$ cat src/logic/memsys_defines.svh
`ifndef MEMSYS_DEFINES_SVH
`define MEMSYS_DEFINES_SVH

// ram geometry, word addressed
`define RAM_ADDR_W 10
`define RAM_WORDS (1 << `RAM_ADDR_W)

// top address nibble picks the slave
`define REGION_HI 31
`define REGION_LO 28

`define RAM_REGION 4'h0
`define TIMER_REGION 4'h1

// read value for holes in the map
`define UNMAPPED_DATA 32'h0000_0000

`endif

$ cat src/logic/bus_pkg.sv
package bus_pkg;

	typedef logic [31:0] word_t; // data word
	typedef logic [31:0] addr_t; // byte address

	// target of the current bus cycle
	typedef enum logic [1:0] {
		SEL_RAM,
		SEL_TIMER,
		SEL_NONE
	} slave_sel_e;

	// cpu step sequencing
	typedef enum logic [1:0] {
		BR_IDLE,
		BR_FETCH,
		BR_DATA,
		BR_DONE
	} bridge_state_e;

endpackage

$ cat src/logic/bus_decoder.sv
`timescale 1ns/10ps
`include "memsys_defines.svh"

module bus_decoder (
	input  logic            stb_i,
	input  logic            we_i,
	input  bus_pkg::addr_t  adr_i,
	input  bus_pkg::word_t  wdat_i,
	input  logic            ram_ack_i,
	input  bus_pkg::word_t  ram_rdat_i,
	input  logic            timer_ack_i,
	input  bus_pkg::word_t  timer_rdat_i,
	input  logic            clk_i,
	input  logic            arst_n_i,
	output logic            ack_o,
	output bus_pkg::word_t  rdat_o,
	output logic            ram_cs_o,
	output logic            timer_cs_o,
	output logic            slv_we_o,
	output bus_pkg::addr_t  slv_adr_o,
	output bus_pkg::word_t  slv_wdat_o
);

	logic [`REGION_HI-`REGION_LO:0] region;
	bus_pkg::slave_sel_e            sel;
	logic                           none_ack_q;

	assign region = adr_i[`REGION_HI:`REGION_LO];

	always_comb begin
		case (region)
			`RAM_REGION:   sel = bus_pkg::SEL_RAM;
			`TIMER_REGION: sel = bus_pkg::SEL_TIMER;
			default:       sel = bus_pkg::SEL_NONE;
		endcase
	end

	// self ack for holes in the map
	always_ff @(posedge clk_i or negedge arst_n_i) begin
		if (!arst_n_i)
			none_ack_q <= 1'b0;
		else
			none_ack_q <= stb_i && (sel == bus_pkg::SEL_NONE) && !none_ack_q;
	end

	assign ram_cs_o   = stb_i && (sel == bus_pkg::SEL_RAM);
	assign timer_cs_o = stb_i && (sel == bus_pkg::SEL_TIMER);
	assign slv_we_o   = stb_i && we_i;
	assign slv_adr_o  = adr_i;
	assign slv_wdat_o = wdat_i;

	// return path
	always_comb begin
		case (sel)
			bus_pkg::SEL_RAM: begin
				ack_o  = ram_ack_i;
				rdat_o = ram_rdat_i;
			end
			bus_pkg::SEL_TIMER: begin
				ack_o  = timer_ack_i;
				rdat_o = timer_rdat_i;
			end
			default: begin
				ack_o  = none_ack_q;
				rdat_o = `UNMAPPED_DATA;
			end
		endcase
	end

endmodule

$ cat config.mk
export PLATFORM = sky130hd
export DESIGN_NAME = bus_decoder
export DESIGN_NICKNAME = d
export VERILOG_FILES = /design/src/logic/bus_pkg.sv /design/src/logic/bus_decoder.sv
export VERILOG_INCLUDE_DIRS = /design/src /design/src/logic
export SDC_FILE = /design/constraint.sdc
export NUM_CORES = 1
export LEC_CHECK = 0
export ABC_AREA = 0
export BUFFER_PORTS_ARGS = -buffer_cell sky130_fd_sc_hd__buf_2
export CORE_AREA = 2 2 91 93
export CTS_CLUSTER_SIZE = 20
export DETAILED_ROUTE_END_ITERATION = 8
export DIE_AREA = 0 0 93 95
export HOLD_SLACK_MARGIN = 0.05
export SYNTH_ARGS = -nofsm -noshare
export SYNTH_HDL_FRONTEND = slang
export SYNTH_SLANG_ARGS = --single-unit
$ cat constraint.sdc
create_clock -name clk_i -period 1.33 [get_ports clk_i]
set_input_delay 0.133 -clock clk_i [delete_from_list [all_inputs] [get_ports clk_i]]
set_output_delay 0.133 -clock clk_i [all_outputs]
set_load 0.05 [all_outputs]
# --- After elaboration in Yosys (flattened, before gate mapping) ---
# Index checks and enable logic that the tools add are counted.
word_totals:
  ff_bits: 1
  output_inout_bits: 100
classes:
  eq_ne: 3
  mux: 3
  n_reduce_logical: 8
op_table:
  columns: ["cell", "n"]
  rows:
  - ["$pmux 32 s2", 1]
  - ["$logic_and 1x1->1", 5]
  - ["$eq 4x1->1 const B", 1]
  - ["$logic_not 4->1", 1]
  - ["$pmux 2 s2", 1]
  - ["$eq 2x1->1 const B", 1]
  - ["$eq 2x2->1 const B", 1]
  - ["$logic_not 2->1", 1]
  - ["$pmux 1 s2", 1]
  - ["$logic_not 1->1", 1]

# --- Depth between registers and ports, before layout ---
logic_depth:
  ltp_word: 5
  depth_mapped: 4
  depth_no_buf: 2

# --- Worst setup path after synthesis ---
# No wires, ideal clock.
synth_timing:
  kind: "input -> output"
  start: "input port adr_i[29]"
  end: "output port ram_cs_o"
  arrival_time_ns: 1.814
  required_ns: 1.197
  setup_slack_ns: -0.617
  stages: 3
  path_buffers: 1
  path_cell_list: "or3_1 > buf_6 > nor3b_1"
synth_between:
  elab_chain_len: 4
  word_cells_on_any_way: 5
  classes_between: "eq/ne (1); mux (1); reduce/logical (3)"
synth_rtl:
  columns: ["item", "line_no", "rtl"]
  rows:
  - ["start: declaration", "bus_decoder.sv:7", "input bus_pkg::addr_t adr_i,"]
  - ["$eq 4x1->1 / $logic_not 4->1 (equally long branches)", "bus_decoder.sv:31", "case (region)"]
  - ["$pmux 2 s2 (*)", "bus_decoder.sv:31", null]
  - ["$logic_not 2->1 (*)", "bus_decoder.sv:46", "assign ram_cs_o = stb_i && (sel == bus_pkg::SEL_RAM);"]
  - ["$logic_and 1x1->1 (*)", "bus_decoder.sv:46", null]
  - ["end: declaration", "bus_decoder.sv:17", "output logic ram_cs_o,"]
# Every way passes the cells marked *; elsewhere a longest branch is shown, timed or not.

# --- Final worst setup path ---
layout_timing:
  start: "input port adr_i[30]"
  end: "output port rdat_o[21]"
layout_between:
  elab_chain_len: 4
  word_cells_on_any_way: 6
  classes_between: "eq/ne (2); mux (2); reduce/logical (2)"
layout_rtl:
  columns: ["item", "line_no", "rtl"]
  rows:
  - ["$eq 4x1->1 / $logic_not 4->1 (equally long branches)", "bus_decoder.sv:31", null]
  - ["$pmux 2 s2 (*)", "bus_decoder.sv:31", null]
  - ["$eq 2x1->1 / $logic_not 2->1 (equally long branches)", "bus_decoder.sv:54", "case (sel)"]
  - ["$pmux 32 s2 (*)", "bus_decoder.sv:54", null]
  - ["end: declaration", "bus_decoder.sv:16", "output bus_pkg::word_t rdat_o,"]
# Marks and branches as above.

==> flow_metrics.py <==
metrics = {
    "clock_network": {
        "clk_latency_ps": 0,
        "post_cts_buffers": 0,
    },
    "synthesis": {
        "synth_commonest_cells": "buf_4, mux2i_1, nor2_1",
        "syn-num-nets": 279,
        "synth_area_um2": 1080,
        "synth_area_per_cell_um2": 7.43,
        "yosysUniqueCellTypes": 13,
        "synth_top_area_share_pct": 44.6,
        "synth.most_common_cell": "buf_4",
        "ys.flop_type": "dfrtp_1",
        "yosys_register_bits": 1,
        "seq_area_frac_synth_pct": 2.32,
        "synth.area.top_cells": "buf_4, mux2i_1, nor2_1, buf_6, dfrtp_1",
        "ys_async_sr_fraction_pct": 100,
        "yosys_warnings": 0,
        "synth_top_cell_by_area": "buf_4",
        "synth-edff-count": 0,
        "syn_inst": 145,
    },
    "die": {
        "dieArea_um2": 8840,
        "die_h_um": 95,
        "initial_core_util_pct": 13.6,
        "core_um2": 7930,
        "rows": 33,
        "fp.dieW_um": 93,
        "io_pins": 234,
    },
    "final_layout": {
        "design_area_um2": 1950,
        "top_register": "none_ack_q",
        "ff_latch_area_um2": 25.0,
        "largest_register_ffs": 1,
        "reg_top3": "none_ack_q: 1 flops",
        "fillers": 852,
        "nets": 335,
        "area_growth_pct": 81.3,
        "num_antenna_cells": 0,
        "drive_above_1_share_pct": 82.4,
        "final_cell_count_no_fill": 304,
        "multi_input_area_um2": 766,
    },
    "critical_path": {
        "rrSetupSlack_ps": 690,
        "cp.arrival_ps": 1200,
        "r2r-start": "none_ack_q",
        "timing.rr.end": "none_ack_q",
        "required_ps": 1200,
        "reg2regPathDepth": 1,
        "cp-end-kind": "output pin",
        "critPathMaxFanout": 7,
        "start_kind": "primary input",
        "crit_type": "primary input to output pin",
    },
    "min_path": {
        "min_path_type": "primary input to output pin",
        "min_to": "slv_adr_o[5]",
        "holdCritStartpoint": "adr_i[5]",
        "whs_path_depth": 0,
    },
    "outcome": {
        "failed_checks": "negative setup slack",
        "outcome": "complete, but fails checks",
    },
    "drt": {
        "ant_nets": 0,
        "routed_via_density": 3.62,
        "drc_errors": 0,
        "wl_um": 3840,
        "wire_per_inst_um": 12.6,
        "vias": 1099,
        "dr.pass1.iters": 2,
        "detailedRoute.firstIterationViolations": 3,
    },
    "sta": {
        "relSlewSlack_pct": 79.4,
        "hold_ws_ps": 266,
        "setup_violations": 1,
        "tightest_slew_ps": 300,
        "fin_ws_ps": -3.18,
        "slew_violations": 0,
        "period_share_pct": 100,
        "finalClockSkew_ps": 0,
        "max_freq_mhz": 750,
        "min_period_ps": 1330,
        "hold_violations": 0,
        "rsz0062_at_grt": "yes",
    },
    "global_route": {
        "grt_usage_pct": 6.89,
        "grt_pass1_vias": 1013,
        "grt_start_max_net_pins": 18,
        "antenna_found_initial": 0,
        "grt_overflow": 0,
        "grt_pass1_wl_um": 4870,
    },
    "placement": {
        "dp.final_hpwl_um": 2990,
        "gp_congestion": 0.675,
        "numPortBuffers": 113,
        "placedInstanceArea_um2": 1570,
        "dp.cells": 300,
    },
    "power": {
        "max-vdd-ir-drop_mv": 0.191,
        "p_leak_nw": 0.944,
        "cellPowerDensity_nw_per_um2": 335,
    },
    "flow_run": {
        "max_cap_violations": 0,
    },
}
==> through the flow <==
| stage | setup TNS, ps | util (%) | setup WS, ps | power [mW] |
|---|---|---|---|---|
| after floorplan | -235 | - | -118 | 0.881 |
| after CTS | -29.9 | 21.8 | -17.3 | 0.607 |
| after detailed placement | -2000 | 19.8 | -70.0 | 0.571 |
| after global routing | -301 | 24.6 | -30.2 | 0.689 |
| final | -3.18 | 24.6 | -3.18 | 0.653 |
| after global placement | -1540 | 19.8 | -53.2 | 0.561 |
==> critical path, stage by stage <==
cell	delay (ps)
buf_6	90
or3_4	480
clkbuf_16	220
nor2_4	100
buf_6	160
==> per-layer routing <==
metal	vias to the layer above	routed length (um)	track usage (%)
met5	-	0	0
met4	0	149	2.94
met3	10	332	1.36
met2	78	2110	13.3
met1	498	1240	7.25
li1	513	-	-
==> cell type report <==
| type | instances | area share (%) |
|---|---|---|
| multi-input combinational | 72 | 39.2 |
| sequential | 1 | 1.28 |
| tap | 105 | 6.73 |
| timing repair buffer | 126 | 52.8 |
==> placed cells by master (no fill, tap or decap) <==
cell           synthesis  layout
nor3b_4                0       1
dlygate4sd3_1          0       1
or3_4                  0       1
buf_6                  4      18
buf_12                 0       3
mux2_2                 2       2
mux2i_1               32      30
and3_1                 1       1
buf_4                 64       6
nor2_2                 2       1
mux2i_2                0       2
clkbuf_16              0       3
nor3_2                 0       1
nor2_4                 0      31
clkbuf_4               0       1
nor3b_1                2       1
dfrtp_1                1       1
buf_2                  4      78
buf_8                  0      16
and2_1                 1       1
==> worst max path at each step <==
stage,start,endpoint,slack [ps],depth (start not counted)
after floorplan,adr_i[29],rdat_o[17],-120,3
after global placement,adr_i[29],rdat_o[28],-50,5
after detailed placement,adr_i[29],rdat_o[21],-70,5
after CTS,adr_i[29],rdat_o[17],-20,5
after global routing,adr_i[30],rdat_o[0],-30,5
final,adr_i[30],rdat_o[21],-3,5
==> what timing repair did <==
action / CTS / global route
cloned: 0 / 3
pin swaps: 0 / 26
hold buffers: 1 / 0
hold endpoints to repair: 1 / 0
endpoints found under the setup margin: 34 / 31
gates resized for setup: 49 / 42
==> report_power, final <==
group,switching (mW),leakage [nW],internal (mW)
clock,0,0,0
combinational,0.346,0.932,0.273
sequential,0.00116,0.0126,0.0334
total,0.347,0.944,0.307
==> kinds of logic (layout without fill, tap and decap cells) <==
logic type	after synthesis	in the layout	share of synthesized area (%)
AND/OR/NAND/NOR	38	38	15.2
buffers and inverters	72	126	50.6
flip-flops	1	1	2.32
multiplexers	34	34	31.8
Note: power is estimated with default switching activity, not from simulation.
