==> src/logic/memsys_defines.svh <==
`ifndef MEMSYS_DEFINES_SVH
`define MEMSYS_DEFINES_SVH

// ram geometry, word addressed
`define RAM_ADDR_W 10
`define RAM_WORDS (1 << `RAM_ADDR_W)

// top address nibble picks the slave
`define REGION_HI 31
`define REGION_LO 28

`define RAM_REGION 4'h0
`define TIMER_REGION 4'h1

// read value for holes in the map
`define UNMAPPED_DATA 32'h0000_0000

`endif

==> src/logic/bus_pkg.sv <==
package bus_pkg;

	typedef logic [31:0] word_t; // data word
	typedef logic [31:0] addr_t; // byte address

	// target of the current bus cycle
	typedef enum logic [1:0] {
		SEL_RAM,
		SEL_TIMER,
		SEL_NONE
	} slave_sel_e;

	// cpu step sequencing
	typedef enum logic [1:0] {
		BR_IDLE,
		BR_FETCH,
		BR_DATA,
		BR_DONE
	} bridge_state_e;

endpackage

==> src/logic/cpu_bus_bridge.sv <==
`timescale 1ns/10ps

module cpu_bus_bridge (
	input  logic            clk_i,
	input  logic            arst_n_i,
	input  logic            dm_en_i,
	input  logic            dm_wr_i,
	input  bus_pkg::addr_t  dm_adr_i,
	input  bus_pkg::word_t  dm_dat_i,
	input  bus_pkg::addr_t  im_adr_i,
	input  logic            bus_ack_i,
	input  bus_pkg::word_t  bus_rdat_i,
	output logic            cpu_pause_o,
	output bus_pkg::word_t  im_dat_o,
	output bus_pkg::word_t  dm_dat_o,
	output logic            bus_stb_o,
	output logic            bus_we_o,
	output bus_pkg::addr_t  bus_adr_o,
	output bus_pkg::word_t  bus_wdat_o
);

	bus_pkg::bridge_state_e state_q;
	bus_pkg::word_t         im_dat_q;
	bus_pkg::word_t         dm_dat_q;

	// step sequencer: fetch, optional data access, one release cycle
	always_ff @(posedge clk_i or negedge arst_n_i) begin
		if (!arst_n_i) begin
			state_q <= bus_pkg::BR_IDLE;
		end else begin
			case (state_q)
				bus_pkg::BR_IDLE: begin
					state_q <= bus_pkg::BR_FETCH;
				end
				bus_pkg::BR_FETCH: begin
					if (bus_ack_i) begin
						if (dm_en_i)
							state_q <= bus_pkg::BR_DATA;
						else
							state_q <= bus_pkg::BR_DONE;
					end
				end
				bus_pkg::BR_DATA: begin
					if (bus_ack_i)
						state_q <= bus_pkg::BR_DONE;
				end
				bus_pkg::BR_DONE: begin
					state_q <= bus_pkg::BR_FETCH; // cpu moves on this edge
				end
				default: begin
					state_q <= bus_pkg::BR_IDLE;
				end
			endcase
		end
	end

	// result words, held until the next matching ack
	always_ff @(posedge clk_i or negedge arst_n_i) begin
		if (!arst_n_i) begin
			im_dat_q <= '0;
			dm_dat_q <= '0;
		end else begin
			if (state_q == bus_pkg::BR_FETCH && bus_ack_i)
				im_dat_q <= bus_rdat_i;
			if (state_q == bus_pkg::BR_DATA && bus_ack_i && !dm_wr_i)
				dm_dat_q <= bus_rdat_i; // writes keep old value
		end
	end

	always_comb begin
		bus_stb_o  = (state_q == bus_pkg::BR_FETCH) || (state_q == bus_pkg::BR_DATA);
		bus_we_o   = (state_q == bus_pkg::BR_DATA) && dm_wr_i;
		bus_wdat_o = dm_dat_i;
		if (state_q == bus_pkg::BR_DATA)
			bus_adr_o = dm_adr_i;
		else
			bus_adr_o = im_adr_i;
	end

	assign cpu_pause_o = (state_q != bus_pkg::BR_DONE);
	assign im_dat_o    = im_dat_q;
	assign dm_dat_o    = dm_dat_q;

endmodule

==> config.mk <==
export PLATFORM = sky130hd
export DESIGN_NAME = cpu_bus_bridge
export DESIGN_NICKNAME = d
export VERILOG_FILES = /design/src/logic/memsys_defines.svh /design/src/logic/bus_pkg.sv /design/src/logic/cpu_bus_bridge.sv
export SDC_FILE = /design/constraint.sdc
export NUM_CORES = 1
export LEC_CHECK = 0
export BUFFER_PORTS_ARGS = -buffer_cell sky130_fd_sc_hd__buf_4
export CORE_AREA = 2 2 101 103
export CTS_CLUSTER_SIZE = 14
export DETAILED_ROUTE_END_ITERATION = 12
export DIE_AREA = 0 0 103 105
export PLACE_DENSITY = 0.79
export SYNTH_ARGS = -nofsm -noshare
export SYNTH_HDL_FRONTEND = slang
export SYNTH_SLANG_ARGS = --single-unit
export TNS_END_PERCENT = 5
==> constraint.sdc <==
create_clock -name clk_i -period 2.33 [get_ports clk_i]
set_input_delay 0.1165 -clock clk_i [delete_from_list [all_inputs] [get_ports clk_i]]
set_output_delay 0.1165 -clock clk_i [all_outputs]
set_load 0.03 [all_outputs]
# Word level (Yosys, flattened, before mapping)
# Cells that the tools add are included.
# word_totals
elab_cells	23
out_inout_bits	131
reg_bits	66
# classes
reduce_logical	9
n_eq_ne	6
n_mux	5
# op_table
cell	count
$mux W32	1
$ne A2 B2 Y1 const B	3
$pmux W2 S3	1
$eq A2 B2 Y1 const B	2
$logic_and A1 B1 Y1	4
$mux W2	2
$eq A2 B1 Y1 const B	1
$logic_not A2 Y1	1
$reduce_and A2 Y1	1
$reduce_or A2 Y1	1
$logic_not A1 Y1	1
$logic_or A1 B1 Y1	1
$mux W1	1

# Logic depth before layout (Yosys ltp)
# Gate-level depths: netlist of the first run.
# logic_depth
depth_word	3
ltp_mapped	5
mapped_depth_nobuf	4

# Worst setup path after synthesis of the first run
# OpenSTA, ideal clock, no wires.
# synth_timing
path_type	reg-to-output
from	register state_q[0]
to	output bus_adr_o[28]
path_slack_ps	761
t_required_ps	2214
n_path_buf	2
stages_incl_launch_ff	6
arrival_ps	1453
path_cell_list	dfrtp_1 > inv_1 > ha_1 > clkbuf_1 > buf_2 > mux2_1
# synth_between
elab_chain_len	2
# synth_rtl
element	line_no	rtl
from (decl)	cpu_bus_bridge.sv:22	bus_pkg::bridge_state_e state_q;
from (signal assigned)	cpu_bus_bridge.sv:29	state_q <= bus_pkg::BR_IDLE;
from (signal assigned)	cpu_bus_bridge.sv:33	state_q <= bus_pkg::BR_FETCH;
from (signal assigned)	cpu_bus_bridge.sv:38	state_q <= bus_pkg::BR_DATA;
$eq A2 B2 Y1	cpu_bus_bridge.sv:74	if (state_q == bus_pkg::BR_DATA)
$mux W32	cpu_bus_bridge.sv:74	
to (decl)	cpu_bus_bridge.sv:18	output bus_pkg::addr_t bus_adr_o,
# Every way passes these cells.

# Final worst setup path of the first run
# layout_timing
from	register state_q[0]
to	output bus_adr_o[29]
# Same word-level chain as after synthesis.

==> results.toml, run 1 <==
[run_status]
status = "complete, no violations"

[place]
place_area_um2 = 4550
port-buffer-count = 199
place_congestion = 0.794
hpwl_mm = 7.56
place_ws_ns = 0.570

[synth]
netlist.area_leader.share_pct = 52.2
synth_nets = 356
synth_seq_cells = 66
synth_cell_types = 16
syn_area_per_cell_um2 = 14.5
yosys_warnings = 0
netlist_instances = 219
netlist_area_um2 = 3170
synth_area_leaders = "dfrtp_1, mux2_2, buf_4"
seq_area_frac_synth_pct = 52.2
synth_top_area_cell = "dfrtp_1"

[grt]
grt_overflow_total = 0
grt_first_pass_wirelength_mm = 13.6
grtUsageTotal_pct = 17.0
grt_antenna_before_repair = 7
grt_pass1_vias = 2585
grt_max_degree = 67

[cts]
cts_root_buf = "clkbuf_8"
post_cts_buffers = 0
holdBufCountCts = 10
cts.sinks = 66
htreeDepth = 3
cts_resized = 0
cts_tree = "built"
cts-buffers-inserted = 9
cts.path.max_buffers = 2
clk_latency_ns = 0.34
path_clk_slew_ns = 0.06

[die]
rows = 36
io_pins = 264
die-width_um = 103
die_area_um2 = 10800
die_h_um = 105
initial_core_util_pct = 32.8
core_area_um2 = 9640

[worst_setup_path]
cp_top_family = "buffers and inverters"
rrSetupSlack_ns = 0.68
cp_data_arrival_time_ns = 1.98
critical_path_class = "flop to output port"
critPathCaptureType = "output port"
crit_top_cell = "buf_4"
rr_worst_depth = 5
crit_end = "bus_adr_o[29]"
cp_num_cells = 5
critical_path_buf_inv_count = 3
cp_slowest_stage_delay_ns = 0.41
cp_max_fo = 30
critical_path_required_ns = 2.21
startpoint = "state_q[0]"
rr_startpoint = "state_q[1]"
r2r_end = "im_dat_o[5]"
crit_slowest_cell = "dfrtp_1"
cp_cell_sequence = "inv_1, ha_1, buf_4, mux2_1, buf_4"
start_kind = "flop"

[routing]
wl_per_cell_um = 17.8
wirelength_mm = 9.56
vias = 2430
vias_per_cell = 4.53
drc = 0
ant_nets = 0
dr.pass1.iters = 4
drtIter0Drc = 89

[timing]
finalSetupViolCount = 0
slew_headroom_pct = 45.6
worst_slew_pin_slew_ns = 0.815
timing.hold.ws_ns = 0.0203
fin_ws_ns = 0.232
final.setup_skew_ns = 0.00901
fmax_mhz = 477
drv_slew = 0
finalCriticalPeriod_ns = 2.10
setup_tns_ns = 0
rsz0062_at_grt = "no"
period_share_pct = 90.0
report.final.hold_viol_count = 0

[power]
peakVddDrop_mv = 0.843
p_per_area_nw_per_um2 = 1310
power_leakage_nw = 2.41

[layout]
area_growth_pct = 52.2
layout-drive-gt1-share_pct = 77.3
final_common_cell = "buf_4"
layout_common_cells = "buf_4, mux2_2, dfrtp_1"
final_nets = 537
fin_area_um2 = 4820

[worst_hold_path]
hp-start = "bus_rdat_i[27]"
hold_path.class = "primary input to flop"

[job]
cap_viol_max_count = 0
layer usage:
layer,global-route usage [%],part of all wire [%],vias up
li1,-,-,1084
met1,16.9,35,1176
met2,28.6,49,143
met3,10.0,14,21
met4,6.77,1.6,6
met5,0,0.39,-
layout make-up:
class	instances	area [um2]
Timing Repair Buffer	212	1630
Clock buffer	12	165
Fill cell	893	4820
Inverter	4	15.0
Sequential cell	66	1650
Multi-Input combinational cell	107	1180
Tap cell	133	166
Antenna cell	3	7.51
sequential cells by signal, summed over array words and instances (netlist names):
name / count
im_dat_o: 32
state_q: 2
dm_dat_o: 32
stage by stage:
stage | power, mW | util (%) | instances
final | 6.31 | 50.0 | 537
after global routing | 6.62 | 49.9 | 534
after CTS | 6.39 | 49.9 | 534
after detailed placement | 5.51 | 47.2 | 512
after global placement | 5.44 | 47.2 | 512
after floorplan | 4.21 | - | 219
synth_stat cells, drive strengths merged:
| library cell | count |
|---|---|
| dfrtp | 66 |
| o21a | 1 |
| nand2 | 1 |
| nand3 | 1 |
| ha | 4 |
| nand3b | 1 |
| clkbuf | 4 |
| o21bai | 1 |
| mux2 | 96 |
| buf | 38 |
| inv | 4 |
| and2 | 1 |
| mux2i | 1 |
logic make-up (layout without fill, tap and decap cells):
kind of cell,Yosys count,after routing,synth area share (%)
flops,66,66,52.2
buf+inv,46,228,10.4
fa+ha+maj,4,4,1.58
compound gates,2,2,0.474
other cells,0,3,0
simple gates,4,4,0.869
mux,97,97,34.5
worst min-delay path by stage:
| stage | endpoint | slack (ns) | cells past startpoint |
|---|---|---|---|
| 2_1_floorplan | dm_dat_o[0] | -0.18 | 0 |
| 3_3_place_gp | bus_wdat_o[2] | 0.23 | 0 |
| 3_5_place_dp | bus_wdat_o[2] | 0.23 | 0 |
| 4_1_cts | im_dat_o[21] | 0.0005 | 2 |
| 5_1_grt | dm_dat_o[28] | 0.002 | 2 |
| 6_report | dm_dat_o[27] | 0.02 | 2 |
power by group:
part	internal, mW	switching, mW
Sequential	1.70	0.303
Combinational	1.51	1.97
Clock	0.450	0.387
Power figures use the tool's default switching activity.
==> run 2: changes to the inputs <==
- BUFFER_PORTS_ARGS: -buffer_cell sky130_fd_sc_hd__buf_4 -> -buffer_cell sky130_fd_sc_hd__buf_2
==> run 2 against run 1 <==
Compared with the run above: design area down 11%; sequential cell count unchanged; worst hold slack about the same; critical endpoint is now bus_adr_o[21]; largest power group unchanged.
==> results.toml, run 2 (synthesis gave the netlist of run 1 again) <==
[power]
total_power_mw = 5.91
power_leakage_nw = 2.24
peakVddDrop_mv = 0.787
p_per_area_nw_per_um2 = 1380

[routing]
drtIter0Drc = 106
vias = 2417
wl_per_cell_um = 17.3
drc = 0
dr.pass1.iters = 5
vias_per_cell = 4.49
ant_nets = 0
wirelength_mm = 9.32

[layout]
final_common_cell = "buf_2"
final_cells = 538
layout-drive-gt1-share_pct = 78.7
final_nets = 531
layout_common_cells = "buf_2, mux2_2, dfrtp_1"
area_growth_pct = 34.8

[run_status]
status = "complete, no violations"

[timing]
fin_ws_ns = 0.210
finalSetupViolCount = 0
timing.hold.ws_ns = 0.0200
rsz0062_at_grt = "no"
slew_headroom_pct = 67.5
report.final.hold_viol_count = 0
drv_slew = 0
period_share_pct = 91.0
fmax_mhz = 472
final.setup_skew_ns = 0.00941
setup_tns_ns = 0
worst_slew_pin_slew_ns = 0.488
finalCriticalPeriod_ns = 2.12

[cts]
clk_latency_ns = 0.34
cts.sinks = 66
cts.path.max_buffers = 2
path_clk_slew_ns = 0.07
cts-buffers-inserted = 9
holdBufCountCts = 1
post_cts_buffers = 0
cts_tree = "built"
cts_root_buf = "clkbuf_8"
htreeDepth = 3
cts_resized = 0

[worst_setup_path]
crit_slowest_cell = "dfrtp_1"
cp_data_arrival_time_ns = 2.00
critical_path_buf_inv_count = 3
cp_max_fo = 30
cp_cell_sequence = "inv_1, ha_1, buf_4, mux2_2, buf_2"
start_kind = "flop"
critical_path_required_ns = 2.21
cp_slowest_stage_delay_ns = 0.42
cp_top_family = "buffers and inverters"
critPathCaptureType = "output port"
critical_path_class = "flop to output port"

[place]
place_congestion = 0.750
place_ws_ns = 0.530
numPlacedInstances = 514
port-buffer-count = 199
hpwl_mm = 7.51

[die]
initial_core_util_pct = 32.8
rows = 36
die-width_um = 103
die_h_um = 105
io_pins = 264
die_area_um2 = 10800
core_area_um2 = 9640

[grt]
grt_max_degree = 33
grt_antenna_before_repair = 7
grtUsageTotal_pct = 16.7
grt_pass1_vias = 2484
grt_overflow_total = 0
grt_first_pass_wirelength_mm = 13.3

[worst_hold_path]
hold_path.class = "primary input to flop"

[job]
cap_viol_max_count = 0
run 2: final timing paths:
kind / startpoint / endpoint / slack [ns] / cells past startpoint
min in group asynchronous: arst_n_i / im_dat_o[9] / 0.28 / 2
min: bus_rdat_i[25] / dm_dat_o[25] / 0.02 / 2
max reg2reg: state_q[0] / dm_dat_o[26] / 0.60 / 5
max: state_q[0] / bus_adr_o[21] / 0.21 / 5
max in group asynchronous: arst_n_i / state_q[1] / 1.36 / 3
min reg2reg: dm_dat_o[19] / dm_dat_o[19] / 0.50 / 1
run 2: per-stage QoR:
stage,cell area (um2),utilization [%]
after floorplan,3170,-
after global placement,4050,42.0
after detailed placement,4050,42.0
after CTS,4240,44.0
after global routing,4260,44.2
final,4270,44.3
run 2: power breakdown:
part | total (mW) | switching [mW] | internal, mW
registers | 1.98 | 0.284 | 1.70
clock network | 0.881 | 0.410 | 0.471
logic | 3.05 | 1.95 | 1.09
run 2: layout make-up:
class                      count  area [um2]
antenna                        6        15.0
clock buffer                  14         173
clock inverter                 2        10.0
fill                         925        5370
inverter                       4        15.0
multi-input combinational    107        1180
sequential                    66        1650
tap                          133         166
timing repair buffer         206        1050
run 2: worst reg2reg max path, cell delays in order (launching register included):
cell and delay [ns]:
dfrtp_1 0.40, inv_1 0.08, ha_1 0.23, nand3b_2 0.09, buf_4 0.38, mux2_2 0.44
run 2: per-layer routing:
layer / part of all wire (%) / global-route usage, % / vias up / wire, um
met5: 0.14 / 0 / - / 13
met4: 0.93 / 4.42 / 2 / 87
met3: 14 / 11.2 / 10 / 1330
met2: 49 / 28.1 / 146 / 4550
met1: 36 / 16.6 / 1163 / 3340
li1: - / - / 1096 / -
==> run 3: changes to the inputs <==
- ABC_AREA: not set -> 1
- CORE_AREA: 2 2 101 103 -> 2 2 102 104
- DIE_AREA: 0 0 103 105 -> 0 0 104 106
- PLACE_DENSITY: 0.79 -> 0.8
- clock period: 2.33 -> 2.2 ns (I/O delays scaled with it)
==> run 3 against run 2 <==
Compared with the run above: setup slack improved by 0.048 ns; clock skew barely moved; largest power group unchanged; via count rose by 47%; first-iteration DRC count rose to 2.7 times the previous value; highest routed layer is now met4; critical path type unchanged; critical path depth rose by 1; largest cell class unchanged.
==> results.toml, run 3 <==
[place]
hpwl_mm = 10.5
place_congestion = 0.989
port-buffer-count = 199
numPlacedInstances = 727

[die]
core_area_um2 = 10000
die-width_um = 104
die_area_um2 = 11000
io_pins = 264
initial_core_util_pct = 34.4
die_h_um = 106
rows = 37

[timing]
rsz0062_at_grt = "no"
fmax_mhz = 515
report.final.hold_viol_count = 0
finalCriticalPeriod_ns = 1.94
finalSetupViolCount = 0
worst_slew_pin_slew_ns = 0.591
final.setup_skew_ns = 0.00893
setup_tns_ns = 0
drv_slew = 0
period_share_pct = 88.3
slew_headroom_pct = 60.6

[routing]
wl_per_cell_um = 17.7
vias = 3541
drtIter0Drc = 288
dr.pass1.iters = 5
ant_nets = 0
drc = 0
vias_per_cell = 4.73
wirelength_mm = 13.2

[worst_setup_path]
r2r_end = "dm_dat_o[5]"
rr_worst_depth = 6
cp_data_arrival_time_ns = 1.83
cp_top_family = "buffers and inverters"
cp_max_fo = 25
start_kind = "flop"
rrSetupSlack_ns = 0.56
cp_cell_sequence = "inv_1, ha_4, buf_4, nand2_1, o21ai_0, buf_2"
critical_path_buf_inv_count = 3
crit_slowest_cell = "dfrtp_1"
critical_path_class = "flop to output port"
critical_path_required_ns = 2.09
critPathCaptureType = "output port"
rr_startpoint = "state_q[0]"
cp_slowest_stage_delay_ns = 0.42

[grt]
grt_first_pass_wirelength_mm = 19.6
grt_antenna_before_repair = 2
grtUsageTotal_pct = 23.8
grt_max_degree = 47
grt_overflow_total = 0
grt_pass1_vias = 3394

[cts]
cts.path.max_buffers = 2
clk_latency_ns = 0.35
path_clk_slew_ns = 0.07
cts_tree = "built"
htreeDepth = 3
cts-buffers-inserted = 9
post_cts_buffers = 0
cts.sinks = 66
cts_root_buf = "clkbuf_8"

[synth]
synth_top_area_cell = "dfrtp_1"
netlist.area_leader.share_pct = 48.1
synth_area_leaders = "dfrtp_1, nand2_1, buf_4"
synth-edff-count = 0
synth_nets = 580
synth_cell_types = 11
yosys_warnings = 0
async_flop_share_pct = 100
synth_top_flop_cell = "dfrtp_1"
yosysMostFrequentCell = "nand2_1"
netlist_area_um2 = 3440
seq_area_frac_synth_pct = 48.1
netlist_instances = 443
synth_common_cells = "nand2_1, dfrtp_1, inv_1"
syn_area_per_cell_um2 = 7.76
synth_seq_cells = 66

[power]
p_per_area_nw_per_um2 = 1560
total_power_mw = 7.18
power_leakage_nw = 2.73
peakVddDrop_mv = 0.783

[layout]
layout_common_cells = "buf_2, nand2_1, dfrtp_1"
layout-drive-gt1-share_pct = 37.3
area_growth_pct = 34.3
final_cells = 749
final_nets = 744
final_common_cell = "buf_2"

[worst_hold_path]
hp-start = "bus_rdat_i[12]"
min_path_cells = 3
hold_path.class = "primary input to flop"
holdPathEnd = "im_dat_o[12]"

[run_status]
status = "complete, no violations"

[job]
cap_viol_max_count = 0
[run 3: changes by cell type after synthesis, moves of 3 or more]
| cell | previous run | this run |
|---|---|---|
| nand2_1 | 1 | 168 |
| buf_4 | 32 | 35 |
| nand3_1 | 1 | 36 |
| clkbuf_8 | 3 | 0 |
| inv_1 | 4 | 41 |
| buf_2 | 6 | 25 |
| nand4_1 | 0 | 32 |
| mux2_2 | 94 | 0 |
| o21ai_0 | 0 | 32 |
[run 3: worst min-delay path: stages]
cell     delay [ns]
buf_2          0.09
nand3_1        0.07
nand2_1        0.06
[run 3: cell type report]
cell class / instances / area, um2
diodes: 1 / 2.50
clock buffers: 10 / 128
clock inverters: 6 / 115
fillers: 1025 / 5390
inverters: 41 / 154
multi-input cells: 273 / 1240
flip-flops and latches: 66 / 1650
well taps: 136 / 170
repair buffers: 216 / 1150
[run 3: worst max path at each step]
stage | startpoint | end | depth (start not counted)
global placement | state_q[0] | bus_adr_o[31] | 6
CTS | state_q[0] | bus_adr_o[31] | 6
floorplan | state_q[0] | bus_adr_o[0] | 5
global route | state_q[0] | bus_adr_o[31] | 6
finish | state_q[0] | bus_adr_o[31] | 6
detailed placement | state_q[0] | bus_adr_o[31] | 6
[run 3: cells by family (layout without fill, tap and decap cells)]
kind of cell	after synthesis	count (layout)	share of synthesized area (%)
AND/OR/NAND/NOR	237	237	29.7
buffers and inverters	104	273	16.1
flip-flops	66	66	48.1
AO/OA/AOI/OAI	32	32	4.66
adder cells (fa/ha/maj)	4	4	1.46
other	0	1	0
[run 3: metrics by stage]
stage / setup slack, ns / hold slack (ns) / util, % / area (um2)
floorplan: 0.460 / -0.186 / - / 3440
global placement: 0.581 / 0.149 / 43.1 / 4310
detailed placement: 0.517 / 0.154 / 43.1 / 4310
CTS: 0.125 / 0.000193 / 46.0 / 4600
global route: 0.0755 / 0.0140 / 46.1 / 4610
finish: 0.258 / 0.0184 / 46.1 / 4610
[run 3: repair_timing]
| item | 4_1_cts | 5_1_grt |
|---|---|---|
| hold endpoints to repair | 28 | 0 |
| gates resized for setup | 0 | 1 |
| hold buffers | 5 | 0 |
| endpoints found under the setup margin | 0 | 11 |
[run 3: report_power, final]
group / switching (mW) / leakage, nW / internal, mW
Clock: 0.475 / 0.117 / 0.757
Combinational: 2.82 / 1.79 / 1.05
Sequential: 0.312 / 0.824 / 1.77
Total: 3.61 / 2.73 / 3.58
[run 3: per-layer routing]
metal / vias up / track usage (%) / routed length (um)
li1: 1698 / - / -
met1: 1626 / 26.0 / 4820
met2: 192 / 41.4 / 6680
met3: 25 / 9.14 / 1260
met4: 0 / 10.1 / 484
met5: - / 0 / 0
